===== config.mk =====
export PLATFORM = sky130hd
export DESIGN_NAME = store_top
export DESIGN_NICKNAME = d
export VERILOG_FILES = /design/src/verilog/store_pkg.sv /design/src/verilog/store_xlate_regs.sv /design/src/verilog/store_issue.sv /design/src/verilog/store_queue.sv /design/src/verilog/amo_unit.sv /design/src/verilog/wb_store_master.sv /design/src/verilog/store_top.sv
export SDC_FILE = /design/constraint.sdc
export NUM_CORES = 1
export LEC_CHECK = 0
export ABC_AREA = 1
export BUFFER_PORTS_ARGS = -buffer_cell sky130_fd_sc_hd__buf_2
export CAP_MARGIN = 25
export CORE_AREA = 5 5 238 240
export CTS_CLUSTER_SIZE = 16
export DETAILED_ROUTE_END_ITERATION = 10
export DIE_AREA = 0 0 243 245
export MAX_ROUTING_LAYER = met4
export PLACE_DENSITY_LB_ADDON = 0.15
export SYNTH_ARGS = -nofsm -noshare
export SYNTH_HDL_FRONTEND = slang
export SYNTH_SLANG_ARGS = --single-unit

===== constraint.sdc =====
create_clock -name clk_i -period 7.4 [get_ports clk_i]
set_clock_uncertainty 0.15 [all_clocks]
set_input_delay 0.37 -clock clk_i [delete_from_list [all_inputs] [get_ports clk_i]]
set_output_delay 0.37 -clock clk_i [all_outputs]
set_load 0.005 [all_outputs]

===== src/verilog/store_pkg.sv =====
`default_nettype none

package store_pkg;

	parameter int XLEN          = 32;
	parameter int VLEN          = 32;
	parameter int PLEN          = 34;
	parameter int PAGE_BITS     = 12;
	parameter int TRANS_ID_BITS = 3;

	typedef enum logic [3:0] {
		OP_SW, OP_SH, OP_SB,
		OP_AMO_SWAP, OP_AMO_ADD, OP_AMO_AND, OP_AMO_OR, OP_AMO_XOR,
		OP_AMO_MAX, OP_AMO_MIN, OP_AMO_MAXU, OP_AMO_MINU
	} op_t;

	function automatic logic is_amo(input op_t op);
		return op >= OP_AMO_SWAP; // amo codes follow the plain stores.
	endfunction

	// new memory word written back by an amo.
	function automatic logic [XLEN-1:0] amo_result(input op_t op,
			input logic [XLEN-1:0] old_val, input logic [XLEN-1:0] opnd);
		case (op)
			OP_AMO_ADD:  return old_val + opnd;
			OP_AMO_AND:  return old_val & opnd;
			OP_AMO_OR:   return old_val | opnd;
			OP_AMO_XOR:  return old_val ^ opnd;
			OP_AMO_MAX:  return ($signed(old_val) > $signed(opnd)) ? old_val : opnd;
			OP_AMO_MIN:  return ($signed(old_val) < $signed(opnd)) ? old_val : opnd;
			OP_AMO_MAXU: return (old_val > opnd) ? old_val : opnd;
			OP_AMO_MINU: return (old_val < opnd) ? old_val : opnd;
			default:     return opnd; // swap.
		endcase
	endfunction

endpackage

`default_nettype wire


===== src/verilog/store_xlate_regs.sv =====
`timescale 1ns/1ps
`default_nettype none

module store_xlate_regs (
	input  wire                                clk_i,
	input  wire                                rst_ni,
	input  wire                                cfg_cyc_i,
	input  wire                                cfg_stb_i,
	input  wire                                cfg_we_i,
	input  wire                                cfg_adr_i,
	input  wire [store_pkg::XLEN-1:0]          cfg_dat_i,
	output logic [store_pkg::XLEN-1:0]         cfg_dat_o,
	output logic                               cfg_ack_o,
	input  wire [store_pkg::VLEN-1:0]          vaddr_i,
	output logic [store_pkg::PLEN-1:0]         paddr_o,
	output logic                               fault_o
);

	localparam int PPN_BITS = store_pkg::PLEN - store_pkg::PAGE_BITS;
	localparam int VPN_BITS = store_pkg::VLEN - store_pkg::PAGE_BITS;

	logic [PPN_BITS-1:0] base_q;
	logic [VPN_BITS-1:0] limit_q;
	logic                wr_en;

	assign wr_en = cfg_cyc_i & cfg_stb_i & cfg_we_i & ~cfg_ack_o;

	always_ff @(posedge clk_i or negedge rst_ni) begin
		if (!rst_ni) begin
			base_q    <= '0;
			limit_q   <= '0; // every page faults until the limit is set.
			cfg_ack_o <= 1'b0;
		end else begin
			cfg_ack_o <= cfg_cyc_i & cfg_stb_i & ~cfg_ack_o;
			if (wr_en && !cfg_adr_i)
				base_q <= cfg_dat_i[PPN_BITS-1:0];
			if (wr_en && cfg_adr_i)
				limit_q <= cfg_dat_i[VPN_BITS-1:0];
		end
	end

	assign cfg_dat_o = cfg_adr_i ? {{(store_pkg::XLEN-VPN_BITS){1'b0}}, limit_q}
		: {{(store_pkg::XLEN-PPN_BITS){1'b0}}, base_q};

	// flat single-page translation.
	assign paddr_o = {base_q, vaddr_i[store_pkg::PAGE_BITS-1:0]};
	assign fault_o = vaddr_i[store_pkg::VLEN-1:store_pkg::PAGE_BITS] >= limit_q;

	ack_only_with_stb: assert property (@(posedge clk_i) disable iff (!rst_ni)
		cfg_ack_o |-> cfg_stb_i);

endmodule

`default_nettype wire


===== src/verilog/store_issue.sv =====
`timescale 1ns/1ps
`default_nettype none

module store_issue (
	input  wire                                   clk_i,
	input  wire                                   rst_ni,
	input  wire                                   flush_i,
	input  wire                                   valid_i,
	output logic                                  ready_o,
	input  wire store_pkg::op_t                   op_i,
	input  wire [store_pkg::VLEN-1:0]             vaddr_i,
	input  wire [store_pkg::XLEN-1:0]             data_i,
	input  wire [3:0]                             be_i,
	input  wire [store_pkg::TRANS_ID_BITS-1:0]    trans_id_i,
	output logic                                  valid_o,
	output logic [store_pkg::TRANS_ID_BITS-1:0]   trans_id_o,
	output logic                                  fault_o,
	output logic [store_pkg::VLEN-1:0]            vaddr_o,
	input  wire [store_pkg::PLEN-1:0]             paddr_i,
	input  wire                                   xlate_fault_i,
	output logic                                  sq_valid_o,
	input  wire                                   sq_ready_i,
	output logic [store_pkg::PLEN-1:0]            sq_paddr_o,
	output logic [store_pkg::XLEN-1:0]            sq_data_o,
	output logic [3:0]                            sq_be_o,
	output logic                                  amo_valid_o,
	input  wire                                   amo_ready_i,
	output store_pkg::op_t                        amo_op_o
);

	typedef enum logic {S_IDLE, S_WB} state_e;

	state_e                              state_q;
	logic                                init_q;
	logic                                accept;
	logic                                in_amo;
	logic                                held_amo;
	logic                                tgt_ready;
	logic [5:0]                          shamt;
	logic [store_pkg::XLEN-1:0]          data_rot;
	store_pkg::op_t                      op_q;
	logic [store_pkg::PLEN-1:0]          paddr_q;
	logic [store_pkg::XLEN-1:0]          data_q;
	logic [3:0]                          be_q;
	logic [store_pkg::TRANS_ID_BITS-1:0] trans_id_q;
	logic                                fault_q;

	assign vaddr_o  = vaddr_i; // translated in the same cycle.
	assign in_amo   = store_pkg::is_amo(op_i);
	assign held_amo = store_pkg::is_amo(op_q);

	assign tgt_ready = in_amo ? amo_ready_i : sq_ready_i;
	// only idle accepts, so the write-back hand-over never has to stall.
	assign ready_o = init_q & tgt_ready & ~flush_i & (state_q == S_IDLE);
	assign accept  = valid_i & ready_o;

	// move the store data to the byte lane of its address.
	assign shamt    = {vaddr_i[1:0], 3'b000};
	assign data_rot = (data_i << shamt) | (data_i >> (6'd32 - shamt));

	always_ff @(posedge clk_i or negedge rst_ni) begin
		if (!rst_ni) begin
			state_q <= S_IDLE;
			init_q  <= 1'b0;
		end else begin
			init_q  <= 1'b1;
			state_q <= accept ? S_WB : S_IDLE;
		end
	end

	always_ff @(posedge clk_i) begin
		if (accept) begin
			op_q       <= op_i;
			paddr_q    <= paddr_i;
			data_q     <= in_amo ? data_i : data_rot; // amo operand stays a word.
			be_q       <= in_amo ? 4'hf : be_i;
			trans_id_q <= trans_id_i;
			fault_q    <= xlate_fault_i;
		end
	end

	assign valid_o    = state_q == S_WB;
	assign trans_id_o = trans_id_q;
	assign fault_o    = valid_o & fault_q;

	// faulted or flushed operations go nowhere.
	assign sq_valid_o  = valid_o & ~fault_q & ~held_amo & ~flush_i;
	assign amo_valid_o = valid_o & ~fault_q & held_amo & ~flush_i;
	assign sq_paddr_o  = paddr_q;
	assign sq_data_o   = data_q;
	assign sq_be_o     = be_q;
	assign amo_op_o    = op_q;

	sq_handover_ready: assert property (@(posedge clk_i) disable iff (!rst_ni)
		sq_valid_o |-> sq_ready_i);

	amo_handover_ready: assert property (@(posedge clk_i) disable iff (!rst_ni)
		amo_valid_o |-> amo_ready_i);

endmodule

`default_nettype wire


===== src/verilog/store_queue.sv =====
`timescale 1ns/1ps
`default_nettype none

module store_queue #(
	parameter int QUEUE_DEPTH = 4
) (
	input  wire                           clk_i,
	input  wire                           rst_ni,
	input  wire                           flush_i,
	input  wire                           valid_i,
	output logic                          ready_o,
	input  wire [store_pkg::PLEN-1:0]     paddr_i,
	input  wire [store_pkg::XLEN-1:0]     data_i,
	input  wire [3:0]                     be_i,
	input  wire                           commit_i,
	output logic                          commit_ready_o,
	output logic                          no_st_pending_o,
	output logic                          req_o,
	input  wire                           gnt_i,
	output logic [store_pkg::PLEN-3:0]    adr_o,
	output logic [3:0]                    sel_o,
	output logic [store_pkg::XLEN-1:0]    dat_o,
	input  wire                           done_i
);

	localparam int PTR_W = (QUEUE_DEPTH > 1) ? $clog2(QUEUE_DEPTH) : 1;
	localparam int CNT_W = $clog2(QUEUE_DEPTH + 1);

	logic [store_pkg::PLEN-3:0] adr_mem [QUEUE_DEPTH];
	logic [store_pkg::XLEN-1:0] dat_mem [QUEUE_DEPTH];
	logic [3:0]                 sel_mem [QUEUE_DEPTH];

	logic [PTR_W-1:0] issue_ptr_q;  // oldest committed entry.
	logic [PTR_W-1:0] commit_ptr_q; // oldest speculative entry.
	logic [PTR_W-1:0] spec_ptr_q;   // next free slot.
	logic [CNT_W-1:0] com_cnt_q;    // committed, in-flight included.
	logic [CNT_W-1:0] spec_cnt_q;
	logic             inflight_q;
	logic             push;
	logic             commit;

	function automatic logic [PTR_W-1:0] ptr_inc(input logic [PTR_W-1:0] ptr);
		return (ptr == PTR_W'(QUEUE_DEPTH - 1)) ? '0 : ptr + 1'b1;
	endfunction

	assign ready_o        = (com_cnt_q + spec_cnt_q) < QUEUE_DEPTH;
	assign commit_ready_o = spec_cnt_q != '0;
	assign push           = valid_i & ready_o & ~flush_i;
	assign commit         = commit_i & commit_ready_o;

	always_ff @(posedge clk_i or negedge rst_ni) begin
		if (!rst_ni) begin
			issue_ptr_q  <= '0;
			commit_ptr_q <= '0;
			spec_ptr_q   <= '0;
			com_cnt_q    <= '0;
			spec_cnt_q   <= '0;
			inflight_q   <= 1'b0;
		end else begin
			if (push)
				spec_ptr_q <= ptr_inc(spec_ptr_q);
			if (commit)
				commit_ptr_q <= ptr_inc(commit_ptr_q);
			if (done_i)
				issue_ptr_q <= ptr_inc(issue_ptr_q);
			com_cnt_q  <= com_cnt_q + CNT_W'(commit) - CNT_W'(done_i);
			spec_cnt_q <= spec_cnt_q + CNT_W'(push) - CNT_W'(commit);
			if (gnt_i)
				inflight_q <= 1'b1;
			else if (done_i)
				inflight_q <= 1'b0;
			// a commit in the flush cycle still survives.
			if (flush_i) begin
				spec_ptr_q <= commit ? ptr_inc(commit_ptr_q) : commit_ptr_q;
				spec_cnt_q <= '0;
			end
		end
	end

	always_ff @(posedge clk_i) begin
		if (push) begin
			adr_mem[spec_ptr_q] <= paddr_i[store_pkg::PLEN-1:2];
			dat_mem[spec_ptr_q] <= data_i;
			sel_mem[spec_ptr_q] <= be_i;
		end
	end

	assign req_o = (com_cnt_q != '0) & ~inflight_q;
	assign adr_o = adr_mem[issue_ptr_q];
	assign sel_o = sel_mem[issue_ptr_q];
	assign dat_o = dat_mem[issue_ptr_q];

	assign no_st_pending_o = (com_cnt_q == '0) & ~inflight_q;

	occupancy_within_depth: assert property (@(posedge clk_i) disable iff (!rst_ni)
		com_cnt_q + spec_cnt_q <= QUEUE_DEPTH);

endmodule

`default_nettype wire


===== src/verilog/amo_unit.sv =====
`timescale 1ns/1ps
`default_nettype none

module amo_unit (
	input  wire                           clk_i,
	input  wire                           rst_ni,
	input  wire                           flush_i,
	input  wire                           valid_i,
	output logic                          ready_o,
	input  wire [store_pkg::PLEN-1:0]     paddr_i,
	input  wire store_pkg::op_t           op_i,
	input  wire [store_pkg::XLEN-1:0]     data_i,
	input  wire                           amo_commit_i,
	input  wire                           no_st_pending_i,
	output logic                          req_o,
	output logic [store_pkg::PLEN-3:0]    adr_o,
	output logic [store_pkg::XLEN-1:0]    wdat_o,
	input  wire [store_pkg::XLEN-1:0]     rdat_i,
	input  wire                           rd_done_i,
	input  wire                           wr_done_i,
	output logic                          amo_done_o,
	output logic [store_pkg::XLEN-1:0]    amo_result_o
);

	typedef enum logic [1:0] {A_IDLE, A_WAIT, A_READ, A_WRITE} state_e;

	state_e                     state_q;
	logic                       committed_q;
	store_pkg::op_t             op_q;
	logic [store_pkg::PLEN-3:0] adr_q;
	logic [store_pkg::XLEN-1:0] opnd_q;
	logic [store_pkg::XLEN-1:0] old_q;

	assign ready_o = state_q == A_IDLE;
	assign req_o   = (state_q == A_READ) || (state_q == A_WRITE);
	assign adr_o   = adr_q;
	assign wdat_o  = store_pkg::amo_result(op_q, old_q, opnd_q);
	assign amo_result_o = old_q;

	always_ff @(posedge clk_i or negedge rst_ni) begin
		if (!rst_ni) begin
			state_q     <= A_IDLE;
			committed_q <= 1'b0;
			amo_done_o  <= 1'b0;
		end else begin
			amo_done_o <= 1'b0;
			case (state_q)
				A_IDLE: if (valid_i) begin
					state_q     <= A_WAIT;
					committed_q <= 1'b0;
				end
				A_WAIT: begin
					if (amo_commit_i)
						committed_q <= 1'b1;
					if (flush_i && !committed_q && !amo_commit_i)
						state_q <= A_IDLE;
					else if (committed_q && no_st_pending_i)
						state_q <= A_READ; // older stores have all drained.
				end
				A_READ: if (rd_done_i)
					state_q <= A_WRITE;
				default: if (wr_done_i) begin
					state_q    <= A_IDLE;
					amo_done_o <= 1'b1;
				end
			endcase
		end
	end

	always_ff @(posedge clk_i) begin
		if (valid_i && ready_o) begin
			op_q   <= op_i;
			adr_q  <= paddr_i[store_pkg::PLEN-1:2];
			opnd_q <= data_i;
		end
		if (rd_done_i)
			old_q <= rdat_i;
	end

endmodule

`default_nettype wire


===== src/verilog/wb_store_master.sv =====
`timescale 1ns/1ps
`default_nettype none

module wb_store_master (
	input  wire                           clk_i,
	input  wire                           rst_ni,
	input  wire                           q_req_i,
	output logic                          q_gnt_o,
	input  wire [store_pkg::PLEN-3:0]     q_adr_i,
	input  wire [3:0]                     q_sel_i,
	input  wire [store_pkg::XLEN-1:0]     q_dat_i,
	output logic                          q_done_o,
	input  wire                           amo_req_i,
	input  wire [store_pkg::PLEN-3:0]     amo_adr_i,
	input  wire [store_pkg::XLEN-1:0]     amo_wdat_i,
	output logic [store_pkg::XLEN-1:0]    amo_rdat_o,
	output logic                          amo_rd_done_o,
	output logic                          amo_wr_done_o,
	output logic                          wb_cyc_o,
	output logic                          wb_stb_o,
	output logic                          wb_we_o,
	output logic [store_pkg::PLEN-3:0]    wb_adr_o,
	output logic [3:0]                    wb_sel_o,
	output logic [store_pkg::XLEN-1:0]    wb_dat_o,
	input  wire [store_pkg::XLEN-1:0]     wb_dat_i,
	input  wire                           wb_ack_i
);

	logic own_amo_q; // the current cycle belongs to the amo unit.
	logic amo_wr_q;  // next amo cycle is the write half.
	logic ack;

	assign ack           = wb_cyc_o & wb_ack_i;
	assign q_gnt_o       = ~wb_cyc_o & q_req_i & ~amo_req_i;
	assign q_done_o      = ack & ~own_amo_q;
	assign amo_rd_done_o = ack & own_amo_q & ~amo_wr_q;
	assign amo_wr_done_o = ack & own_amo_q & amo_wr_q;
	assign amo_rdat_o    = wb_dat_i;

	always_ff @(posedge clk_i or negedge rst_ni) begin
		if (!rst_ni) begin
			wb_cyc_o  <= 1'b0;
			wb_stb_o  <= 1'b0;
			own_amo_q <= 1'b0;
			amo_wr_q  <= 1'b0;
		end else if (ack) begin
			wb_cyc_o <= 1'b0;
			wb_stb_o <= 1'b0;
			if (own_amo_q)
				amo_wr_q <= ~amo_wr_q;
		end else if (!wb_cyc_o && (amo_req_i || q_req_i)) begin
			wb_cyc_o  <= 1'b1;
			wb_stb_o  <= 1'b1;
			own_amo_q <= amo_req_i;
		end
	end

	// loaded while idle, held for the whole cycle.
	always_ff @(posedge clk_i) begin
		if (!wb_cyc_o) begin
			wb_we_o  <= ~amo_req_i | amo_wr_q;
			wb_adr_o <= amo_req_i ? amo_adr_i : q_adr_i;
			wb_sel_o <= amo_req_i ? 4'hf : q_sel_i;
			wb_dat_o <= amo_req_i ? amo_wdat_i : q_dat_i;
		end
	end

	// the slave acks only inside a cycle.
	ack_inside_cyc: assert property (@(posedge clk_i) disable iff (!rst_ni)
		wb_ack_i |-> wb_cyc_o);

endmodule

`default_nettype wire


===== src/verilog/store_top.sv =====
`timescale 1ns/1ps
`default_nettype none

module store_top #(
	parameter int QUEUE_DEPTH = 4
) (
	input  wire                                   clk_i,
	input  wire                                   rst_ni,
	input  wire                                   flush_i,
	input  wire                                   valid_i,
	output logic                                  ready_o,
	input  wire store_pkg::op_t                   op_i,
	input  wire [store_pkg::VLEN-1:0]             vaddr_i,
	input  wire [store_pkg::XLEN-1:0]             data_i,
	input  wire [3:0]                             be_i,
	input  wire [store_pkg::TRANS_ID_BITS-1:0]    trans_id_i,
	output logic                                  valid_o,
	output logic [store_pkg::TRANS_ID_BITS-1:0]   trans_id_o,
	output logic                                  fault_o,
	input  wire                                   commit_i,
	output logic                                  commit_ready_o,
	input  wire                                   amo_commit_i,
	output logic                                  amo_done_o,
	output logic [store_pkg::XLEN-1:0]            amo_result_o,
	output logic                                  no_st_pending_o,
	input  wire                                   cfg_cyc_i,
	input  wire                                   cfg_stb_i,
	input  wire                                   cfg_we_i,
	input  wire                                   cfg_adr_i,
	input  wire [store_pkg::XLEN-1:0]             cfg_dat_i,
	output logic [store_pkg::XLEN-1:0]            cfg_dat_o,
	output logic                                  cfg_ack_o,
	output logic                                  wb_cyc_o,
	output logic                                  wb_stb_o,
	output logic                                  wb_we_o,
	output logic [store_pkg::PLEN-3:0]            wb_adr_o,
	output logic [3:0]                            wb_sel_o,
	output logic [store_pkg::XLEN-1:0]            wb_dat_o,
	input  wire [store_pkg::XLEN-1:0]             wb_dat_i,
	input  wire                                   wb_ack_i
);

	logic [store_pkg::VLEN-1:0] vaddr;
	logic [store_pkg::PLEN-1:0] paddr;
	logic                       xlate_fault;
	logic                       sq_valid;
	logic                       sq_ready;
	logic [store_pkg::PLEN-1:0] st_paddr;
	logic [store_pkg::XLEN-1:0] st_data;
	logic [3:0]                 st_be;
	logic                       amo_valid;
	logic                       amo_ready;
	store_pkg::op_t             amo_op;
	logic                       q_req;
	logic                       q_gnt;
	logic [store_pkg::PLEN-3:0] q_adr;
	logic [3:0]                 q_sel;
	logic [store_pkg::XLEN-1:0] q_dat;
	logic                       q_done;
	logic                       amo_req;
	logic [store_pkg::PLEN-3:0] amo_adr;
	logic [store_pkg::XLEN-1:0] amo_wdat;
	logic [store_pkg::XLEN-1:0] amo_rdat;
	logic                       amo_rd_done;
	logic                       amo_wr_done;

	store_xlate_regs i_xlate (
		.clk_i, .rst_ni,
		.cfg_cyc_i, .cfg_stb_i, .cfg_we_i, .cfg_adr_i, .cfg_dat_i, .cfg_dat_o, .cfg_ack_o,
		.vaddr_i (vaddr),
		.paddr_o (paddr),
		.fault_o (xlate_fault)
	);

	store_issue i_issue (
		.clk_i, .rst_ni, .flush_i,
		.valid_i, .ready_o, .op_i, .vaddr_i, .data_i, .be_i, .trans_id_i,
		.valid_o, .trans_id_o, .fault_o,
		.vaddr_o       (vaddr),
		.paddr_i       (paddr),
		.xlate_fault_i (xlate_fault),
		.sq_valid_o    (sq_valid),
		.sq_ready_i    (sq_ready),
		.sq_paddr_o    (st_paddr),
		.sq_data_o     (st_data),
		.sq_be_o       (st_be),
		.amo_valid_o   (amo_valid),
		.amo_ready_i   (amo_ready),
		.amo_op_o      (amo_op)
	);

	store_queue #(.QUEUE_DEPTH(QUEUE_DEPTH)) i_queue (
		.clk_i, .rst_ni, .flush_i,
		.valid_i  (sq_valid),
		.ready_o  (sq_ready),
		.paddr_i  (st_paddr),
		.data_i   (st_data),
		.be_i     (st_be),
		.commit_i, .commit_ready_o, .no_st_pending_o,
		.req_o    (q_req),
		.gnt_i    (q_gnt),
		.adr_o    (q_adr),
		.sel_o    (q_sel),
		.dat_o    (q_dat),
		.done_i   (q_done)
	);

	amo_unit i_amo (
		.clk_i, .rst_ni, .flush_i,
		.valid_i         (amo_valid),
		.ready_o         (amo_ready),
		.paddr_i         (st_paddr),
		.op_i            (amo_op),
		.data_i          (st_data),
		.amo_commit_i,
		.no_st_pending_i (no_st_pending_o),
		.req_o           (amo_req),
		.adr_o           (amo_adr),
		.wdat_o          (amo_wdat),
		.rdat_i          (amo_rdat),
		.rd_done_i       (amo_rd_done),
		.wr_done_i       (amo_wr_done),
		.amo_done_o, .amo_result_o
	);

	wb_store_master i_master (
		.clk_i, .rst_ni,
		.q_req_i       (q_req),
		.q_gnt_o       (q_gnt),
		.q_adr_i       (q_adr),
		.q_sel_i       (q_sel),
		.q_dat_i       (q_dat),
		.q_done_o      (q_done),
		.amo_req_i     (amo_req),
		.amo_adr_i     (amo_adr),
		.amo_wdat_i    (amo_wdat),
		.amo_rdat_o    (amo_rdat),
		.amo_rd_done_o (amo_rd_done),
		.amo_wr_done_o (amo_wr_done),
		.wb_cyc_o, .wb_stb_o, .wb_we_o, .wb_adr_o, .wb_sel_o, .wb_dat_o,
		.wb_dat_i, .wb_ack_i
	);

endmodule

`default_nettype wire


==> impl_metrics.csv <==
group,metric,value,unit
timing,worst_slew_pin_slew,1.06,ns
min_path,min_from,"data_i[19]",
synthesis,synth_mux_area_share,0,%
power,p_leak,14.1,nW
layout,nNetsFinal,3664,
synthesis,synth_top_family_by_area,"simple AND/OR/NAND/NOR gates",
power,power_density,294,nW/um2
synthesis,synth_top_area_cell,"edfxtp_1",
die,start_util,54.4,%
layout,areaGrowthSynthToFinish,16.7,%
global_route,grt_max_degree,82,
route,post_drt_via_cell_ratio,5.82,
global_route,antenna_found_initial,3,
timing,rsz0062_at_grt,"false",
synthesis,synth-simple-area-share,17.1,%
route,ant_nets,0,
cts,cts_tree,"built",
timing,fmax,186,MHz
route,vias,24070,
setup_path,max_stage_delay,0.80,ns
global_route,grt_util_all_layers,29.5,%
cts,postCtsSetupRepairBufs,0,
route,firstDrtPassIters,5,
layout,n_fill_cell,4341,
setup_path,crit_start,"i_amo.amo_result_o[31]",
die,pin_count,295,
cts,clk_latency,0.64,ns
setup_path,r2r-start,"i_amo.amo_result_o[31]",
timing,setup_tns,0,ns
synthesis,async_flop_share,11.2,%
cts,cts_sinks,582,
synthesis,synth-seq-cells,582,
placement,portBuffers,274,
setup_path,setup.worst_path.end_class,"flop",
synthesis,syn-cell-area,29600,um2
die,die-area,59500,um2
synthesis,synth_top_cell_area_share,52.4,%
synthesis,synth_compound_area_share,12.9,%
die,die_h,245,um
setup_path,crit_type,"flop to flop",
setup_path,arrival,5.56,ns
synthesis,synthFlopType,"edfxtp_1",
synthesis,synth_fa_ha_area_share,5.82,%
timing,setup_viol,0,
cts,path_clk_slew,0.06,ns
setup_path,startpoint_type,"flop",
layout,drive_above_1_share,13.2,%
synthesis,synthXorXnorAreaFrac,0.266,%
timing,drv_slew,0,
timing,finalCritPeriodShare,72.5,%
min_path,hp-class,"input pin to flop",
placement,gp_congestion,1.03,
timing,slew_headroom,29.0,%
synthesis,synth_edf_count,517,
setup_path,cp.required,7.60,ns
placement,dpl.hpwl,56200,um
layout,seqCellArea,17200,um2
setup_path,crit_chain,"inv_1 > ha_1 > nor2_1 > nand2_1 > nor2_1 > nand3_1 > nor2_2 > nand2_1 > nand2_2 > nand2_2 > nand2_1 > nand3_1 > a21oi_1 > a21oi_1",
synthesis,synth_area_per_cell,9.67,um2
route,routed_wl,87200,um
global_route,use_met2,47.5,%
global_route,grt_use_met3,4.29,%
timing,hold_viol_final,0,
global_route,grt_pass1_vias,23711,
timing,final_period_minus_worst_setup_slack,5.37,ns
layout,fin_util,63.4,%
layout,final_common_cell,"nand2_1",
die,num_rows,86,
synthesis,seq_area_frac_synth,57.9,%
global_route,top_usage_layer,"met2",
global_route,grt_pass1_wl,135000,um
cts,post_cts_resized,0,
global_route,grt-ovfl-total,0,
setup_path,slowest_stage,"nand2_2",
synthesis,synthTopCellsByArea,"edfxtp_1 (52%), nand2_1 (7.4%), ha_1 (5.6%)",
route,drt_iter0_drc,2358,
cts,cts_root_buf,"clkbuf_16",
setup_path,worst_path_most_repeated_cell,"nand2_1",
layout,mostFrequentLayoutCells,"nand2_1 (587), edfxtp_1 (517), nor2_1 (404), o21ai_0 (326), buf_2 (274)",
cts,cts_buffer_depth,3,
cts,cts_buffers,58,
setup_path,crit_fanout,34,
die,core-area,54400,um2
power,ir_drop,274,uV
route,drc,0,
global_route,met1_usage,39.4,%
job,cap_violations,0,
synthesis,synth_cells,3062,
die,die_w,243,um
layout,multi_input_area,10800,um2
outcome,status,"finished, final reports clean",
route,wire_per_inst,21.1,um
synthesis,synth_cell_type_count,55,
cts,htreeDepth,2,
synthesis,yosys_warnings,0,
worst max-delay path: cells and delay by family (launching register included):
family / cells / cell delay, ns
adder cells (fa/ha/maj): 1 / 0.42
AND/OR/NAND/NOR: 10 / 3.39
flip-flops: 1 / 0.58
AO/OA/AOI/OAI: 2 / 0.45
buffers and inverters: 1 / 0.08
registers in the layout, indices dropped and copies added, names as in the netlist, 2 cells and up:
register / flops
i_amo.op_q: 4
i_issue.sq_paddr_o: 32
i_amo.amo_result_o: 32
i_amo.opnd_q: 32
i_master.wb_dat_o: 32
i_amo.adr_o: 32
i_queue.adr_mem: 128
i_issue.sq_data_o: 32
i_queue.sel_mem: 16
i_queue.commit_ptr_q: 2
i_issue.amo_op_o: 4
i_queue.com_cnt_q: 3
i_issue.trans_id_o: 3
i_queue.dat_mem: 128
i_xlate.limit_q: 20
i_master.wb_adr_o: 32
i_queue.spec_ptr_q: 2
i_master.wb_sel_o: 4
i_amo.state_q: 2
i_issue.sq_be_o: 4
i_queue.issue_ptr_q: 2
i_xlate.base_q: 22
i_queue.spec_cnt_q: 3
final cells by class:
cell class                      instances  share of cell area [%]
Sequential cell                       582                    49.7
Multi-Input combinational cell       2046                    31.2
Timing Repair Buffer                  409                    7.69
Clock buffer                           65                    4.31
Inverter                              281                    3.07
Tap cell                              704                    2.55
Clock inverter                         45                    1.47
Antenna cell                            3                  0.0217
metrics by stage:
step / area (um2) / worst slack [ns] / cells / total power [W] / hold WS, ns
2_1_floorplan: 29600 / 2.47 / 3071 / 0.00600 / -0.0756
3_3_place_gp: 31500 / 2.27 / 3921 / 0.00702 / 0.283
3_5_place_dp: 31500 / 2.26 / 3921 / 0.00710 / 0.293
4_1_cts: 34500 / 2.23 / 4131 / 0.0102 / 0.00429
5_1_grt: 34500 / 1.85 / 4135 / 0.0107 / 0.0288
6_report: 34500 / 2.03 / 4135 / 0.0102 / 0.0482
kinds of logic (layout without fill, tap and decap cells):
| group | count (synthesis) | count (layout) |
|---|---|---|
| and+or+nand+nor | 1240 | 1240 |
| AOI/OAI and AO/OA | 650 | 650 |
| DFF | 582 | 582 |
| buffers and inverters | 443 | 800 |
| adders and majority gates | 136 | 136 |
| xor gates and xnor gates | 9 | 9 |
| other | 2 | 14 |
path summary, 6_finish.rpt:
| path | end | slack, ns | cells after the start |
|---|---|---|---|
| max in group asynchronous | i_queue.issue_ptr_q[0] | 6.13 | 3 |
| worst min-delay path | i_issue.sq_data_o[19] | 0.05 | 3 |
| worst max-delay path | i_master.wb_dat_o[4] | 2.03 | 14 |
| worst max register to register | i_master.wb_dat_o[4] | 2.03 | 14 |
| worst min register to register | i_amo.op_q[3] | 0.30 | 0 |
| min in group asynchronous | i_xlate.base_q[6] | 0.30 | 3 |
routing by layer:
layer | share of wire [%] | vias to the layer above
li1 | - | 11209
met1 | 41 | 11564
met2 | 48 | 1104
met3 | 8.1 | 193
met4 | 3.1 | 0
met5 | 0 | -
cell usage after synthesis, drive strengths merged (3+ instances only):
library cell	number
a211oi	9
a21o	4
a21oi	93
a221oi	22
a22oi	8
a31oi	41
a32oi	7
and2	3
buf	47
clkbuf	115
dfrtp	65
edfxtp	517
fa	3
ha	133
inv	279
nand2	592
nand3	181
nand4	14
nor2	414
nor3	13
o2111ai	9
o211ai	40
o21a	6
o21ai	330
o21bai	10
o221ai	14
o22a	8
o22ai	42
or2	18
xnor2	3
xor2	6
what timing repair did:
item                                    4_1_cts  5_1_grt
endpoints found under the hold margin       187        0
hold buffers                                100        0
endpoints found under the setup margin        0        0
power by group:
part           internal, W  total [W]  switching (W)  leakage [nW]
clock network      0.00174    0.00305        0.00130         0.947
logic             0.000890    0.00273        0.00184          7.66
registers          0.00410    0.00438       0.000280          5.52
total              0.00674     0.0102        0.00343          14.1
No activity file was read; power rests on OpenSTA's default activity.
